### src/hdl/cgra_conf_pkg.sv
package cgra_conf_pkg;

  // ##########################################################
  // Line and word geometry
  // ##########################################################

  localparam int LINE_W         = 512;
  localparam int WORD_W         = 64;
  localparam int WORDS_PER_LINE = LINE_W / WORD_W;
  localparam int MAX_WORD_COUNT = 1024;

  // ##########################################################
  // Line formats
  // ##########################################################

  typedef struct packed {
    logic [LINE_W-73:0] padding;      // Bits 511 to 72, ignored
    logic [7:0]         write_mask;   // Bits 71 to 64
    logic [23:0]        reserved;     // Bits 63 to 40, ignored
    logic [7:0]         read_mask;    // Bits 39 to 32
    logic [31:0]        word_count;   // Bits 31 to 0
  } conf_header_t;

  // Line 0 is read as a header, every later line as eight words
  typedef union packed {
    conf_header_t                                header;
    logic [WORDS_PER_LINE-1:0][WORD_W-1:0]       words;   // Word 0 sits at the low end
  } conf_line_u;

  // Word count after clamping to what the loader accepts
  function automatic logic [31:0] eff_count(input logic [31:0] word_count);
    return (word_count > 32'(MAX_WORD_COUNT)) ? 32'(MAX_WORD_COUNT) : word_count;
  endfunction

  // Header line plus the word lines, last one possibly partial
  function automatic logic [31:0] line_count(input logic [31:0] word_count);
    logic [31:0] words;
    words = eff_count(word_count);
    return 32'd1 + ((words + 32'(WORDS_PER_LINE - 1)) / 32'(WORDS_PER_LINE));
  endfunction

endpackage

### src/hdl/cgra_arch_pkg.sv
package cgra_arch_pkg;

  // ##########################################################
  // Array geometry
  // ##########################################################

  localparam int NUM_PE  = 16;
  localparam int PE_ID_W = 8;                    // Id field in bits 63 to 56 of a word

  // Index width into the PE register bank
  localparam int PE_IDX_W = (NUM_PE > 1) ? $clog2(NUM_PE) : 1;

  localparam int PE_PAYLOAD_W = 56;              // Word bits below the id field

endpackage

### src/hdl/conf_line_fetch.sv
`timescale 1ns/1ps

module conf_line_fetch #(
  parameter int ADDR_W = 16
) (
  input  logic                       clk,
  input  logic                       rst,
  input  logic                       start,
  output logic                       mem_req,
  output logic [ADDR_W-1:0]          mem_addr,
  input  logic                       mem_ack,
  input  cgra_conf_pkg::conf_line_u  mem_line,
  output logic                       push,
  output cgra_conf_pkg::conf_line_u  push_line,
  input  logic                       fifo_full
);

  localparam logic [1:0] F_IDLE    = 2'd0;
  localparam logic [1:0] F_REQ     = 2'd1;
  localparam logic [1:0] F_RELEASE = 2'd2;
  localparam logic [1:0] F_DONE    = 2'd3;

  localparam int LEFT_W =
    $clog2(cgra_conf_pkg::MAX_WORD_COUNT / cgra_conf_pkg::WORDS_PER_LINE + 2);

  logic [1:0]        state;
  logic [LEFT_W-1:0] lines_left;

  always_ff @(posedge clk) begin
    if (rst) begin
      state      <= F_IDLE;
      mem_req    <= 1'b0;
      mem_addr   <= '0;
      push       <= 1'b0;
      lines_left <= '0;
    end else begin
      push <= 1'b0;
      case (state)
        F_IDLE: begin
          if (start) begin
            mem_req <= 1'b1;                     // Header request at address 0
            state   <= F_REQ;
          end
        end
        F_REQ: begin
          if (mem_ack) begin
            mem_req <= 1'b0;
            push    <= 1'b1;
            state   <= F_RELEASE;
            if (mem_addr == '0) begin
              lines_left <= LEFT_W'(
                cgra_conf_pkg::line_count(mem_line.header.word_count) - 32'd1);
            end else begin
              lines_left <= lines_left - 1'b1;
            end
          end
        end
        F_RELEASE: begin
          // Wait out the push cycle so that fifo_full is current
          if (!mem_ack && !push) begin
            if (lines_left == '0) begin
              state <= F_DONE;
            end else if (!fifo_full) begin
              mem_addr <= mem_addr + 1'b1;
              mem_req  <= 1'b1;
              state    <= F_REQ;
            end
          end
        end
        default: state <= F_DONE;                // Load complete, idle until reset
      endcase
    end
  end

  always_ff @(posedge clk) begin
    if (state == F_REQ && mem_ack) begin
      push_line <= mem_line;
    end
  end

endmodule

### src/hdl/conf_line_fifo.sv
`timescale 1ns/1ps

module conf_line_fifo #(
  parameter int FIFO_DEPTH = 4
) (
  input  logic                       clk,
  input  logic                       rst,
  input  logic                       push,
  input  cgra_conf_pkg::conf_line_u  push_line,
  output logic                       full,
  input  logic                       pop,
  output logic                       empty,
  output logic                       rd_valid,
  output cgra_conf_pkg::conf_line_u  rd_line
);

  localparam int PTR_W = (FIFO_DEPTH > 1) ? $clog2(FIFO_DEPTH) : 1;
  localparam int CNT_W = $clog2(FIFO_DEPTH + 1);

  cgra_conf_pkg::conf_line_u mem [FIFO_DEPTH];

  logic [PTR_W-1:0] wr_ptr;
  logic [PTR_W-1:0] rd_ptr;
  logic [CNT_W-1:0] count;
  logic             do_push;
  logic             do_pop;

  // Wrap explicitly so any depth works, not only powers of two
  function automatic logic [PTR_W-1:0] next_ptr(input logic [PTR_W-1:0] ptr);
    return (ptr == PTR_W'(FIFO_DEPTH - 1)) ? '0 : ptr + 1'b1;
  endfunction

  assign full    = (count == CNT_W'(FIFO_DEPTH));
  assign empty   = (count == '0);
  assign do_push = push && !full;
  assign do_pop  = pop && !empty;

  // ##########################################################
  // Pointers and occupancy
  // ##########################################################

  always_ff @(posedge clk) begin
    if (rst) begin
      wr_ptr   <= '0;
      rd_ptr   <= '0;
      count    <= '0;
      rd_valid <= 1'b0;
    end else begin
      rd_valid <= do_pop;                        // Data follows the pop by one cycle
      if (do_push) begin
        wr_ptr <= next_ptr(wr_ptr);
      end
      if (do_pop) begin
        rd_ptr <= next_ptr(rd_ptr);
      end
      case ({do_push, do_pop})
        2'b10:   count <= count + 1'b1;
        2'b01:   count <= count - 1'b1;
        default: count <= count;
      endcase
    end
  end

  always_ff @(posedge clk) begin
    if (do_push) begin
      mem[wr_ptr] <= push_line;
    end
    if (do_pop) begin
      rd_line <= mem[rd_ptr];
    end
  end

endmodule

### src/hdl/cgra_control_conf.sv
`timescale 1ns/1ps

module cgra_control_conf #(
  parameter int DRAIN_CYCLES = 258
) (
  input  logic                               clk,
  input  logic                               rst,
  input  logic                               start,
  input  logic                               empty,
  output logic                               pop,
  input  logic                               rd_valid,
  input  cgra_conf_pkg::conf_line_u          rd_line,
  output logic [cgra_conf_pkg::WORD_W-1:0]   conf_bus,
  output logic                               conf_valid,
  output logic [7:0]                         read_fifo_mask,
  output logic [7:0]                         write_fifo_mask,
  output logic                               done
);

  localparam logic [2:0] S_IDLE  = 3'd0;
  localparam logic [2:0] S_REQ   = 3'd1;
  localparam logic [2:0] S_WAIT  = 3'd2;
  localparam logic [2:0] S_HDR   = 3'd3;
  localparam logic [2:0] S_SEND  = 3'd4;
  localparam logic [2:0] S_DRAIN = 3'd5;
  localparam logic [2:0] S_DONE  = 3'd6;

  localparam int CNT_W   = $clog2(cgra_conf_pkg::MAX_WORD_COUNT + 1);
  localparam int IDX_W   = $clog2(cgra_conf_pkg::WORDS_PER_LINE);
  localparam int DRAIN_W = $clog2(DRAIN_CYCLES + 2);

  logic [2:0]                 state;
  logic                       hdr_seen;
  cgra_conf_pkg::conf_line_u  line_q;
  logic [CNT_W-1:0]           word_total;
  logic [CNT_W-1:0]           word_cnt;
  logic [IDX_W-1:0]           word_idx;
  logic [DRAIN_W-1:0]         drain_cnt;
  logic                       last_word;

  assign pop       = (state == S_REQ) && !empty;   // One pop, then wait for the line
  assign last_word = (word_cnt + 1'b1 == word_total);

  // ##########################################################
  // Load sequence
  // ##########################################################

  always_ff @(posedge clk) begin
    if (rst) begin
      state           <= S_IDLE;
      hdr_seen        <= 1'b0;
      word_total      <= '0;
      word_cnt        <= '0;
      word_idx        <= '0;
      drain_cnt       <= '0;
      conf_bus        <= '0;
      conf_valid      <= 1'b0;
      read_fifo_mask  <= '0;
      write_fifo_mask <= '0;
      done            <= 1'b0;
    end else begin
      conf_valid <= 1'b0;
      conf_bus   <= '0;                          // Bus idles at zero
      case (state)
        S_IDLE: begin
          if (start) begin
            state <= S_REQ;
          end
        end
        S_REQ: begin
          if (!empty) begin
            state <= S_WAIT;
          end
        end
        S_WAIT: begin
          if (rd_valid) begin
            state <= hdr_seen ? S_SEND : S_HDR;
          end
        end
        S_HDR: begin
          hdr_seen        <= 1'b1;
          word_total      <= CNT_W'(cgra_conf_pkg::eff_count(line_q.header.word_count));
          read_fifo_mask  <= line_q.header.read_mask;
          write_fifo_mask <= line_q.header.write_mask;
          if (cgra_conf_pkg::eff_count(line_q.header.word_count) == '0) begin
            state <= S_DRAIN;                    // Nothing to send
          end else begin
            state <= S_REQ;
          end
        end
        S_SEND: begin
          conf_bus   <= line_q.words[word_idx];
          conf_valid <= 1'b1;
          word_cnt   <= word_cnt + 1'b1;
          if (last_word) begin
            state <= S_DRAIN;                    // Padding words of a partial line are dropped
          end else if (word_idx == IDX_W'(cgra_conf_pkg::WORDS_PER_LINE - 1)) begin
            word_idx <= '0;
            state    <= S_REQ;
          end else begin
            word_idx <= word_idx + 1'b1;
          end
        end
        S_DRAIN: begin
          if (drain_cnt == DRAIN_W'(DRAIN_CYCLES)) begin
            done  <= 1'b1;
            state <= S_DONE;
          end else begin
            drain_cnt <= drain_cnt + 1'b1;
          end
        end
        S_DONE: done <= 1'b1;                    // Held until reset
        default: state <= S_IDLE;
      endcase
    end
  end

  always_ff @(posedge clk) begin
    if (state == S_WAIT && rd_valid) begin
      line_q <= rd_line;
    end
  end

endmodule

### src/hdl/pe_conf_regs.sv
`timescale 1ns/1ps

module pe_conf_regs (
  input  logic                                     clk,
  input  logic                                     rst,
  input  logic                                     conf_valid,
  input  logic [cgra_conf_pkg::WORD_W-1:0]         conf_bus,
  input  logic [cgra_arch_pkg::PE_ID_W-1:0]        rd_pe,
  output logic [cgra_arch_pkg::PE_PAYLOAD_W-1:0]   rd_conf
);

  localparam int IDX_W = cgra_arch_pkg::PE_IDX_W;
  localparam int PAY_W = cgra_arch_pkg::PE_PAYLOAD_W;

  logic [PAY_W-1:0]                  regs [cgra_arch_pkg::NUM_PE];
  logic [cgra_arch_pkg::PE_ID_W-1:0] wr_pe;
  logic [PAY_W-1:0]                  wr_data;
  logic                              wr_hit;
  logic                              rd_hit;

  assign wr_pe   = conf_bus[cgra_conf_pkg::WORD_W-1 -: cgra_arch_pkg::PE_ID_W];
  assign wr_data = conf_bus[PAY_W-1:0];

  // Ids past the array are broadcast but land nowhere
  assign wr_hit = conf_valid && (wr_pe < cgra_arch_pkg::PE_ID_W'(cgra_arch_pkg::NUM_PE));
  assign rd_hit = (rd_pe < cgra_arch_pkg::PE_ID_W'(cgra_arch_pkg::NUM_PE));

  // ##########################################################
  // Register bank
  // ##########################################################

  always_ff @(posedge clk) begin
    if (rst) begin
      for (int i = 0; i < cgra_arch_pkg::NUM_PE; i++) begin
        regs[i] <= '0;
      end
    end else if (wr_hit) begin
      regs[wr_pe[IDX_W-1:0]] <= wr_data;         // Last word for a PE wins
    end
  end

  always_ff @(posedge clk) begin
    if (rst) begin
      rd_conf <= '0;
    end else if (rd_hit) begin
      rd_conf <= regs[rd_pe[IDX_W-1:0]];
    end else begin
      rd_conf <= '0;
    end
  end

endmodule

### src/hdl/cgra_conf_top.sv
`timescale 1ns/1ps

module cgra_conf_top #(
  parameter int FIFO_DEPTH   = 4,
  parameter int DRAIN_CYCLES = 258,
  parameter int ADDR_W       = 16
) (
  input  logic                                     clk,
  input  logic                                     rst,
  input  logic                                     start,
  input  logic                                     mem_ack,
  output logic                                     mem_req,
  output logic [ADDR_W-1:0]                        mem_addr,
  input  cgra_conf_pkg::conf_line_u                mem_line,
  output logic [cgra_conf_pkg::WORD_W-1:0]         conf_bus,
  output logic                                     conf_valid,
  output logic [7:0]                               read_fifo_mask,
  output logic [7:0]                               write_fifo_mask,
  output logic                                     done,
  input  logic [cgra_arch_pkg::PE_ID_W-1:0]        rd_pe,
  output logic [cgra_arch_pkg::PE_PAYLOAD_W-1:0]   rd_conf
);

  logic                      push;
  cgra_conf_pkg::conf_line_u push_line;
  logic                      fifo_full;
  logic                      fifo_empty;
  logic                      pop;
  logic                      rd_valid;
  cgra_conf_pkg::conf_line_u rd_line;

  conf_line_fetch #(
    .ADDR_W(ADDR_W)
  ) u_fetch (
    .clk(clk), .rst(rst), .start(start),
    .mem_req(mem_req), .mem_addr(mem_addr), .mem_ack(mem_ack), .mem_line(mem_line),
    .push(push), .push_line(push_line), .fifo_full(fifo_full)
  );

  conf_line_fifo #(
    .FIFO_DEPTH(FIFO_DEPTH)
  ) u_fifo (
    .clk(clk), .rst(rst), .push(push), .push_line(push_line), .full(fifo_full),
    .pop(pop), .empty(fifo_empty), .rd_valid(rd_valid), .rd_line(rd_line)
  );

  cgra_control_conf #(
    .DRAIN_CYCLES(DRAIN_CYCLES)
  ) u_ctrl (
    .clk(clk), .rst(rst), .start(start), .empty(fifo_empty), .pop(pop),
    .rd_valid(rd_valid), .rd_line(rd_line), .conf_bus(conf_bus), .conf_valid(conf_valid),
    .read_fifo_mask(read_fifo_mask), .write_fifo_mask(write_fifo_mask), .done(done)
  );

  pe_conf_regs u_regs (
    .clk(clk), .rst(rst), .conf_valid(conf_valid), .conf_bus(conf_bus),
    .rd_pe(rd_pe), .rd_conf(rd_conf)
  );

endmodule

### config.mk
export PLATFORM = sky130hd
export DESIGN_NAME = cgra_conf_top
export DESIGN_NICKNAME = d
export VERILOG_FILES = /design/src/hdl/cgra_conf_pkg.sv /design/src/hdl/cgra_arch_pkg.sv /design/src/hdl/conf_line_fetch.sv /design/src/hdl/conf_line_fifo.sv /design/src/hdl/cgra_control_conf.sv /design/src/hdl/pe_conf_regs.sv /design/src/hdl/cgra_conf_top.sv
export SDC_FILE = /design/constraint.sdc
export NUM_CORES = 2
export LEC_CHECK = 0
export BUFFER_PORTS_ARGS = -buffer_cell sky130_fd_sc_hd__buf_2
export CAP_MARGIN = 20
export CELL_PAD_IN_SITES_DETAIL_PLACEMENT = 0
export CELL_PAD_IN_SITES_GLOBAL_PLACEMENT = 1
export CORE_MARGIN = 2
export CORE_UTILIZATION = 59
export DETAILED_ROUTE_END_ITERATION = 12
export MAX_ROUTING_LAYER = met4
export PLACE_DENSITY_LB_ADDON = 0.1
export SYNTH_ARGS = -nofsm -noshare
export SYNTH_HDL_FRONTEND = slang
export SYNTH_SLANG_ARGS = --single-unit
### constraint.sdc
create_clock -name clk -period 29.5 [get_ports clk]
set_input_delay 0 -clock clk [delete_from_list [all_inputs] [get_ports clk]]
set_output_delay 0 -clock clk [all_outputs]
set_load 0.01 [all_outputs]
== Word level (Yosys, flattened, before mapping) ==
Memories as Yosys holds them, arrays and structs flattened. A register that Yosys moved wholly into a read port is not among the register bits.
Cells that the tools add are included.

* Input bits: 524
* Output and inout port bits: 155
* Register bits after elaboration: 1180
* Memory bits (writable): 2944
* Memories kept: 2
* Logic and storage cells: 152

{| class="wikitable"
|+ Memories
! name !! words !! width !! read ports !! clocked after Yosys merged registers in !! wr ports !! RTL line !! text
|-
| u_fifo.mem || 4 || 512 || 1 || 1 || 1 || conf_line_fifo.sv:20 || <nowiki>cgra_conf_pkg::conf_line_u mem [FIFO_DEPTH];</nowiki>
|-
| u_regs.regs || 16 || 56 || 1 || 1 || 16 || pe_conf_regs.sv:15 || <nowiki>logic [PAY_W-1:0] regs [cgra_arch_pkg::NUM_PE];</nowiki>
|}

* Add/sub/neg operators: 12
* Bitwise operators: 8
* Muxes and demuxes: 44
* Order comparisons: 5
* Reductions and logical operators: 32
* Equal/unequal tests: 27

{| class="wikitable"
|+ Operator list
! operator !! count
|-
| $bmux W64 S3 || 1
|-
| $gt A32 B11 Y1 const B || 2
|-
| $mux W64 || 1
|-
| $mux W56 || 1
|-
| $reduce_or A56 Y1 || 1
|-
| $logic_not A32 Y1 || 1
|-
| $mux W32 || 1
|-
| $mux W3 || 9
|-
| $pmux W3 S7 || 1
|-
| $add A16 B1 Y16 const B || 1
|-
| $logic_not A16 Y1 || 1
|-
| $lt A8 B5 Y1 const B || 2
|-
| $mux W1 || 16
|-
| $sub A8 B1 Y8 const B || 2
|-
| $eq A3 B3 Y1 const B || 5
|-
| $mux W2 || 7
|-
| $ne A2 B2 Y1 const B || 7
|-
| $reduce_and A6 Y1 || 2
|-
| $add A11 B1 Y11 const B || 1
|-
| $add A11 B3 Y11 const B || 1
|-
| $eq A11 B11 Y1 || 1
|-
| $mux W11 || 1
|-
| $add A9 B1 Y9 const B || 1
|-
| $eq A9 B9 Y1 const B || 1
|-
| 29 further kinds || 61
|}

== Logic depth before layout (Yosys ltp) ==
* Word-level depth: 7
* Mapped depth: 10
* Gate-level depth less buffers: 9

== By module ==
Synthesis repeated with hierarchy kept, for this count alone.

* Cell total of the unflattened synthesis: 7673
* Area total of the unflattened synthesis: 172036.2 µm²

{| class="wikitable"
|+ Modules (own cells, without submodules)
! module !! instances !! area an instance (µm²) !! cells each !! seq. area each (µm²)
|-
| conf_line_fifo || 1 || 89759.8 || 3240 || 77033.9
|-
| pe_conf_regs || 1 || 41994.0 || 2519 || 28026.9
|-
| cgra_control_conf || 1 || 23274.8 || 1206 || 17777.0
|-
| conf_line_fetch || 1 || 17007.6 || 708 || 15935.3
|}

== Worst setup path before layout ==
OpenSTA, ideal clock, no wires.

* Path kind: register to register
* Start: register u_fetch.state[0]
* End: register u_fetch.push_line[0] in the netlist's numbering (enable)
* Stages on the path, launching flop included: 4
* Data required time: 25.403 ns
* Setup slack: 15.513 ns
* Clock period less this slack: 13.987 ns
* Setup time: 4.097 ns
* Buffers on the path: 1
* Data arrival time: 9.890 ns
* Cells stage by stage: dfxtp_1 > clkbuf_1 > nand3b_1 > clkinv_1

* Longest elaborated chain between the ends: 2

{| class="wikitable"
|+ RTL lines
! item !! RTL line !! text
|-
| start, declared || conf_line_fetch.sv:26 || <nowiki>logic [1:0] state;</nowiki>
|-
| start signal, assigned || conf_line_fetch.sv:31 || <nowiki>state <= F_IDLE;</nowiki>
|-
| start signal, assigned || conf_line_fetch.sv:42 || <nowiki>state <= F_REQ;</nowiki>
|-
| start signal, assigned || conf_line_fetch.sv:49 || <nowiki>state <= F_RELEASE;</nowiki>
|-
| $eq A2 B1 Y1 || conf_line_fetch.sv:76 || <nowiki>if (state == F_REQ && mem_ack) begin</nowiki>
|-
| $logic_and A1 B1 Y1 || conf_line_fetch.sv:76 ||
|-
| end signal, assigned || conf_line_fetch.sv:77 || <nowiki>push_line <= mem_line;</nowiki>
|-
| end, declared || conf_line_fetch.sv:14 || <nowiki>output cgra_conf_pkg::conf_line_u push_line,</nowiki>
|}

No other way between the ends.
A chain may end at the register's enable or synchronous reset.

== Final worst setup path ==
* Start: register u_fetch.state[0]
* End: register u_fetch.push_line[165] in the netlist's numbering (enable)

Same word-level chain as after synthesis.

==> run summary <==
STATUS
--------------------------------------------------------------------------------------------------------
Run status                                                                                  finished clean

SETUP PATH
--------------------------------------------------------------------------------------------------------
Critical Path Max Stage Delay                                                                    0.93 ns
WP data required                                                                                30.07 ns
Cells along the critical path                                                               nand3b_1 -> inv_8 -> buf_4 -> buf_4 -> buf_4
Kind of critical path                                                                       flip-flop to flip-flop
Startpoint kind of the worst setup timing path                                                 flip-flop
Slowest CP cell                                                                             sky130_fd_sc_hd__buf_4
Most numerous cell on the critical path                                                     sky130_fd_sc_hd__buf_4
Crit. End Element                                                                              flip-flop
Maximum fanout along the worst path                                                                   99
Crit path DAT                                                                                    5.42 ns

CELLS AND AREA
--------------------------------------------------------------------------------------------------------
Commonest non-fill, non-tap cell in the layout                                              sky130_fd_sc_hd__edfxtp_1
Fraction of final layout cells sized beyond drive strength 1                                       24.3%
Cell area after layout                                                                        0.204 mm^2
Final #Nets                                                                                        10.0k
Multi-input gate area                                                                        0.0308 mm^2
Layout-stage area growth over the synthesis result                                                 19.0%
Highest-count cells in the layout ignoring fill and taps                                    sky130_fd_sc_hd__edfxtp_1, sky130_fd_sc_hd__dlygate4sd3_1, sky130_fd_sc_hd__mux4_2
End-of-flow core utilization                                                                       70.6%
Layout filler cell count                                                                           16.9k
Footprint of the flip-flops and latches                                                       0.139 mm^2

ROUTE
--------------------------------------------------------------------------------------------------------
First-pass iteration count of the detailed router                                                      6
Via total after detailed routing                                                                   82.4k
Iter 0 DRT Violations                                                                               9165
Routed wire length                                                                             413000 um
WL per Instance                                                                                  30.2 um
Via-to-Cell Ratio                                                                                   6.02
Post-DRT Antenna Nets                                                                                  0
Remaining routing DRC violations                                                                       0

STA
--------------------------------------------------------------------------------------------------------
Worst slew pin tran                                                                              1.18 ns
RSZ-0062 raised after global routing                                                               false
Minimum clock period after layout                                                                4.85 ns
Max Fclk                                                                                         206 MHz
Sum of negative setup slack                                                                         0 ns
Setup violators final                                                                                  0
Worst-case clock skew                                                                          0.0484 ns
Number of pins exceeding their max-slew limit in the final report                                      0
Tcrit/Tclk final                                                                                   16.4%
Final Hold Viols                                                                                       0
Worst relative slew slack                                                                          21.6%

FLOORPLAN
--------------------------------------------------------------------------------------------------------
Die span in y                                                                                     543 um
Number of top-level pins                                                                             679
Floorplan Core Area                                                                           0.288 mm^2
Initial core utilization                                                                           59.4%
Die width                                                                                         543 um
FP Rows                                                                                              197
Full die area                                                                                 0.295 mm^2

YOSYS
--------------------------------------------------------------------------------------------------------
Post-synth design cell area                                                                   0.171 mm^2
Top_reg_cell synth                                                                          sky130_fd_sc_hd__edfxtp_1
Post-synthesis sequential area ratio                                                               81.1%
Number of standard cells after synthesis                                                            7625
Ys async rst share                                                                                    0%
Number of synthesized flops with an enable pin                                                      4480
Yosys synthesis warning count                                                                          0
Synthesized flop and latch total                                                                    4692
Mean Syn Cell Area                                                                             22.5 um^2
Post-synth net total                                                                                8165
Distinct cell type count of the synthesized netlist                                                   66

GLOBAL ROUTING
--------------------------------------------------------------------------------------------------------
Wire length of the first global-routing pass                                                   596000 um
GRT Resource Usage Total                                                                           29.1%
Number of antenna violations at the first check in global routing                                     36
Met3 usage in global routing                                                                       4.09%
Number of global-route vias before repair                                                          85.5k
Largest net degree at the start of global routing                                                    166
Remaining Overflow, GRT                                                                                0
Grt met1 use                                                                                       39.4%
Busiest layer in global routing                                                                     met2
Met2 global-route usage                                                                            46.8%

FLOW RUN
--------------------------------------------------------------------------------------------------------
Max cap viols                                                                                          0

CLOCKING
--------------------------------------------------------------------------------------------------------
PostCTS Resize Cnt                                                                                     0
Post-CTS clock slew at the launch and capture registers of the worst setup and hold paths        0.06 ns
Clock sink count                                                                                    4692
Root Buffer Master                                                                          sky130_fd_sc_hd__clkbuf_16
Setup fix buffers added after clock tree synthesis                                                     0
TritonCTS clock tree                                                                               built
CTS Hold Bufs                                                                                       1031
Number of buffers on the longest clock path                                                            4
CTS H-Tree Depth                                                                                       5
Later-pin clock latency in the skew report                                                       0.98 ns
Cts bufs inserted                                                                                    452

WORST HOLD PATH
--------------------------------------------------------------------------------------------------------
Worst Hold Class                                                                            input pin to flip-flop

PLACEMENT
--------------------------------------------------------------------------------------------------------
Final weighted congestion in routability-driven placement                                          0.804
Instance area at placement                                                                    0.179 mm^2
# port buffers                                                                                       678
Detailed Place HPWL                                                                            221000 um

POWER AND IR DROP
--------------------------------------------------------------------------------------------------------
Worst-case vdd ir drop                                                                       0.0000805 V
Power density over the cells                                                                68.4 mW/mm^2
Leak pwr                                                                                         67.2 nW

-- flip-flops by register name, indices dropped and copies added, names as in the netlist, 2 cells and up --
name / flops
u_fifo.mem: 2048
u_ctrl.read_fifo_mask: 8
u_fetch.state: 2
u_ctrl.write_fifo_mask: 8
u_ctrl.drain_cnt: 9
u_ctrl.conf_bus: 64
u_ctrl.word_idx: 3
u_fifo.wr_ptr: 2
u_fetch.lines_left: 8
u_fifo.rd_line: 512
u_ctrl.line_q: 512
u_fifo.count: 3
u_fifo.rd_ptr: 2
u_ctrl.state: 3
u_regs.rd_conf: 56
u_ctrl.word_total: 11
u_ctrl.word_cnt: 11
u_fetch.mem_addr: 16
u_fetch.push_line: 512
u_regs.regs: 896
-- per-stage QoR --
| stage | setup WS (ns) | hold WS (ns) | instances | total power [W] |
|---|---|---|---|---|
| 2_1_floorplan | 15.51 | 0.0989 | 7625 | 0.00807 |
| 5_1_grt | 24.37 | 0.0567 | 13678 | 0.0143 |
| 3_3_place_gp | 24.81 | 0.176 | 11792 | 0.00830 |
| 4_1_cts | 24.76 | 0.0156 | 13662 | 0.0140 |
| 3_5_place_dp | 24.77 | 0.178 | 11794 | 0.00831 |
| 6_report | 24.65 | 0.0832 | 13680 | 0.0139 |
-- per-layer routing --
layer / wire, um / vias to the layer above
met1: 162000 / 43677
met4: 13800 / 0
met3: 29100 / 665
met5: 0 / -
met2: 208000 / 3543
li1: - / 34530
-- worst max-delay path, delay by kind of cell (launching register included) --
kind,cells,cell delay (ns)
buffers and inverters,4,3.19
AND/OR/NAND/NOR,1,0.51
flip-flops,1,0.48
-- path summary, 6_finish.rpt --
| check | slack [ns] | depth (start not counted) | startpoint | to |
|---|---|---|---|---|
| hold reg to reg | 0.40 | 0 | u_fifo.rd_line[8] | u_ctrl.line_q[8] |
| setup reg to reg | 24.65 | 5 | u_fetch.state[0] | u_fetch.push_line[165] |
| hold / removal | 0.08 | 4 | rd_pe[4] | u_regs.rd_conf[5] |
| setup / recovery | 24.65 | 5 | u_fetch.state[0] | u_fetch.push_line[165] |
-- cell usage after synthesis (10+ instances only) --
cell | count | area, um^2
sky130_fd_sc_hd__edfxtp_1 | 4480 | 135000
sky130_fd_sc_hd__mux4_2 | 920 | 20700
sky130_fd_sc_hd__and2_1 | 899 | 5620
sky130_fd_sc_hd__clkbuf_1 | 237 | 890
sky130_fd_sc_hd__dfxtp_1 | 212 | 4240
sky130_fd_sc_hd__nor2_1 | 150 | 563
sky130_fd_sc_hd__buf_1 | 103 | 387
sky130_fd_sc_hd__mux2i_1 | 68 | 681
sky130_fd_sc_hd__nand2_1 | 68 | 255
sky130_fd_sc_hd__nor2b_1 | 65 | 407
sky130_fd_sc_hd__buf_2 | 43 | 215
sky130_fd_sc_hd__a21oi_1 | 39 | 195
sky130_fd_sc_hd__nor3_1 | 29 | 145
sky130_fd_sc_hd__xnor2_1 | 27 | 236
sky130_fd_sc_hd__nand3_1 | 25 | 125
sky130_fd_sc_hd__nor4_1 | 21 | 131
sky130_fd_sc_hd__xor2_1 | 21 | 184
sky130_fd_sc_hd__and3_1 | 19 | 119
sky130_fd_sc_hd__inv_1 | 19 | 71.3
sky130_fd_sc_hd__or2_2 | 16 | 100
sky130_fd_sc_hd__ha_1 | 15 | 188
sky130_fd_sc_hd__o21ai_0 | 14 | 70.1
sky130_fd_sc_hd__nand4_1 | 13 | 81.3
sky130_fd_sc_hd__a22oi_1 | 11 | 82.6
sky130_fd_sc_hd__buf_6 | 10 | 113
sky130_fd_sc_hd__or3_1 | 10 | 62.6
-- kinds of logic (layout without fill, tap and decap cells) --
family                     after synthesis  count (layout)  share of synthesized area, %
DFF                                   4692            4692                          81.1
and+or+nand+nor                       1349            1349                          4.61
muxes                                  990             990                          12.5
buffers and inverters                  427            2689                          1.03
AOI/OAI and AO/OA                      103             103                         0.430
xor gates and xnor gates                48              48                         0.246
adders and majority gates               16              16                         0.121
other                                    0              12                             0
-- where the power goes --
part	internal (W)	switching, W
logic	0.000346	0.000375
clock network	0.00322	0.00243
registers	0.00743	0.000132
-- layout make-up --
cell class / instances / area share, %
Multi-Input combinational cell: 2506 / 15.1
Antenna cell: 12 / 0.0147
Timing Repair Buffer: 1832 / 7.31
Sequential cell: 4692 / 68.1
Clock buffer: 604 / 6.04
Inverter: 20 / 0.0442
Tap cell: 3781 / 2.32
Clock inverter: 233 / 1.02
(Power assumes the default switching activity.)
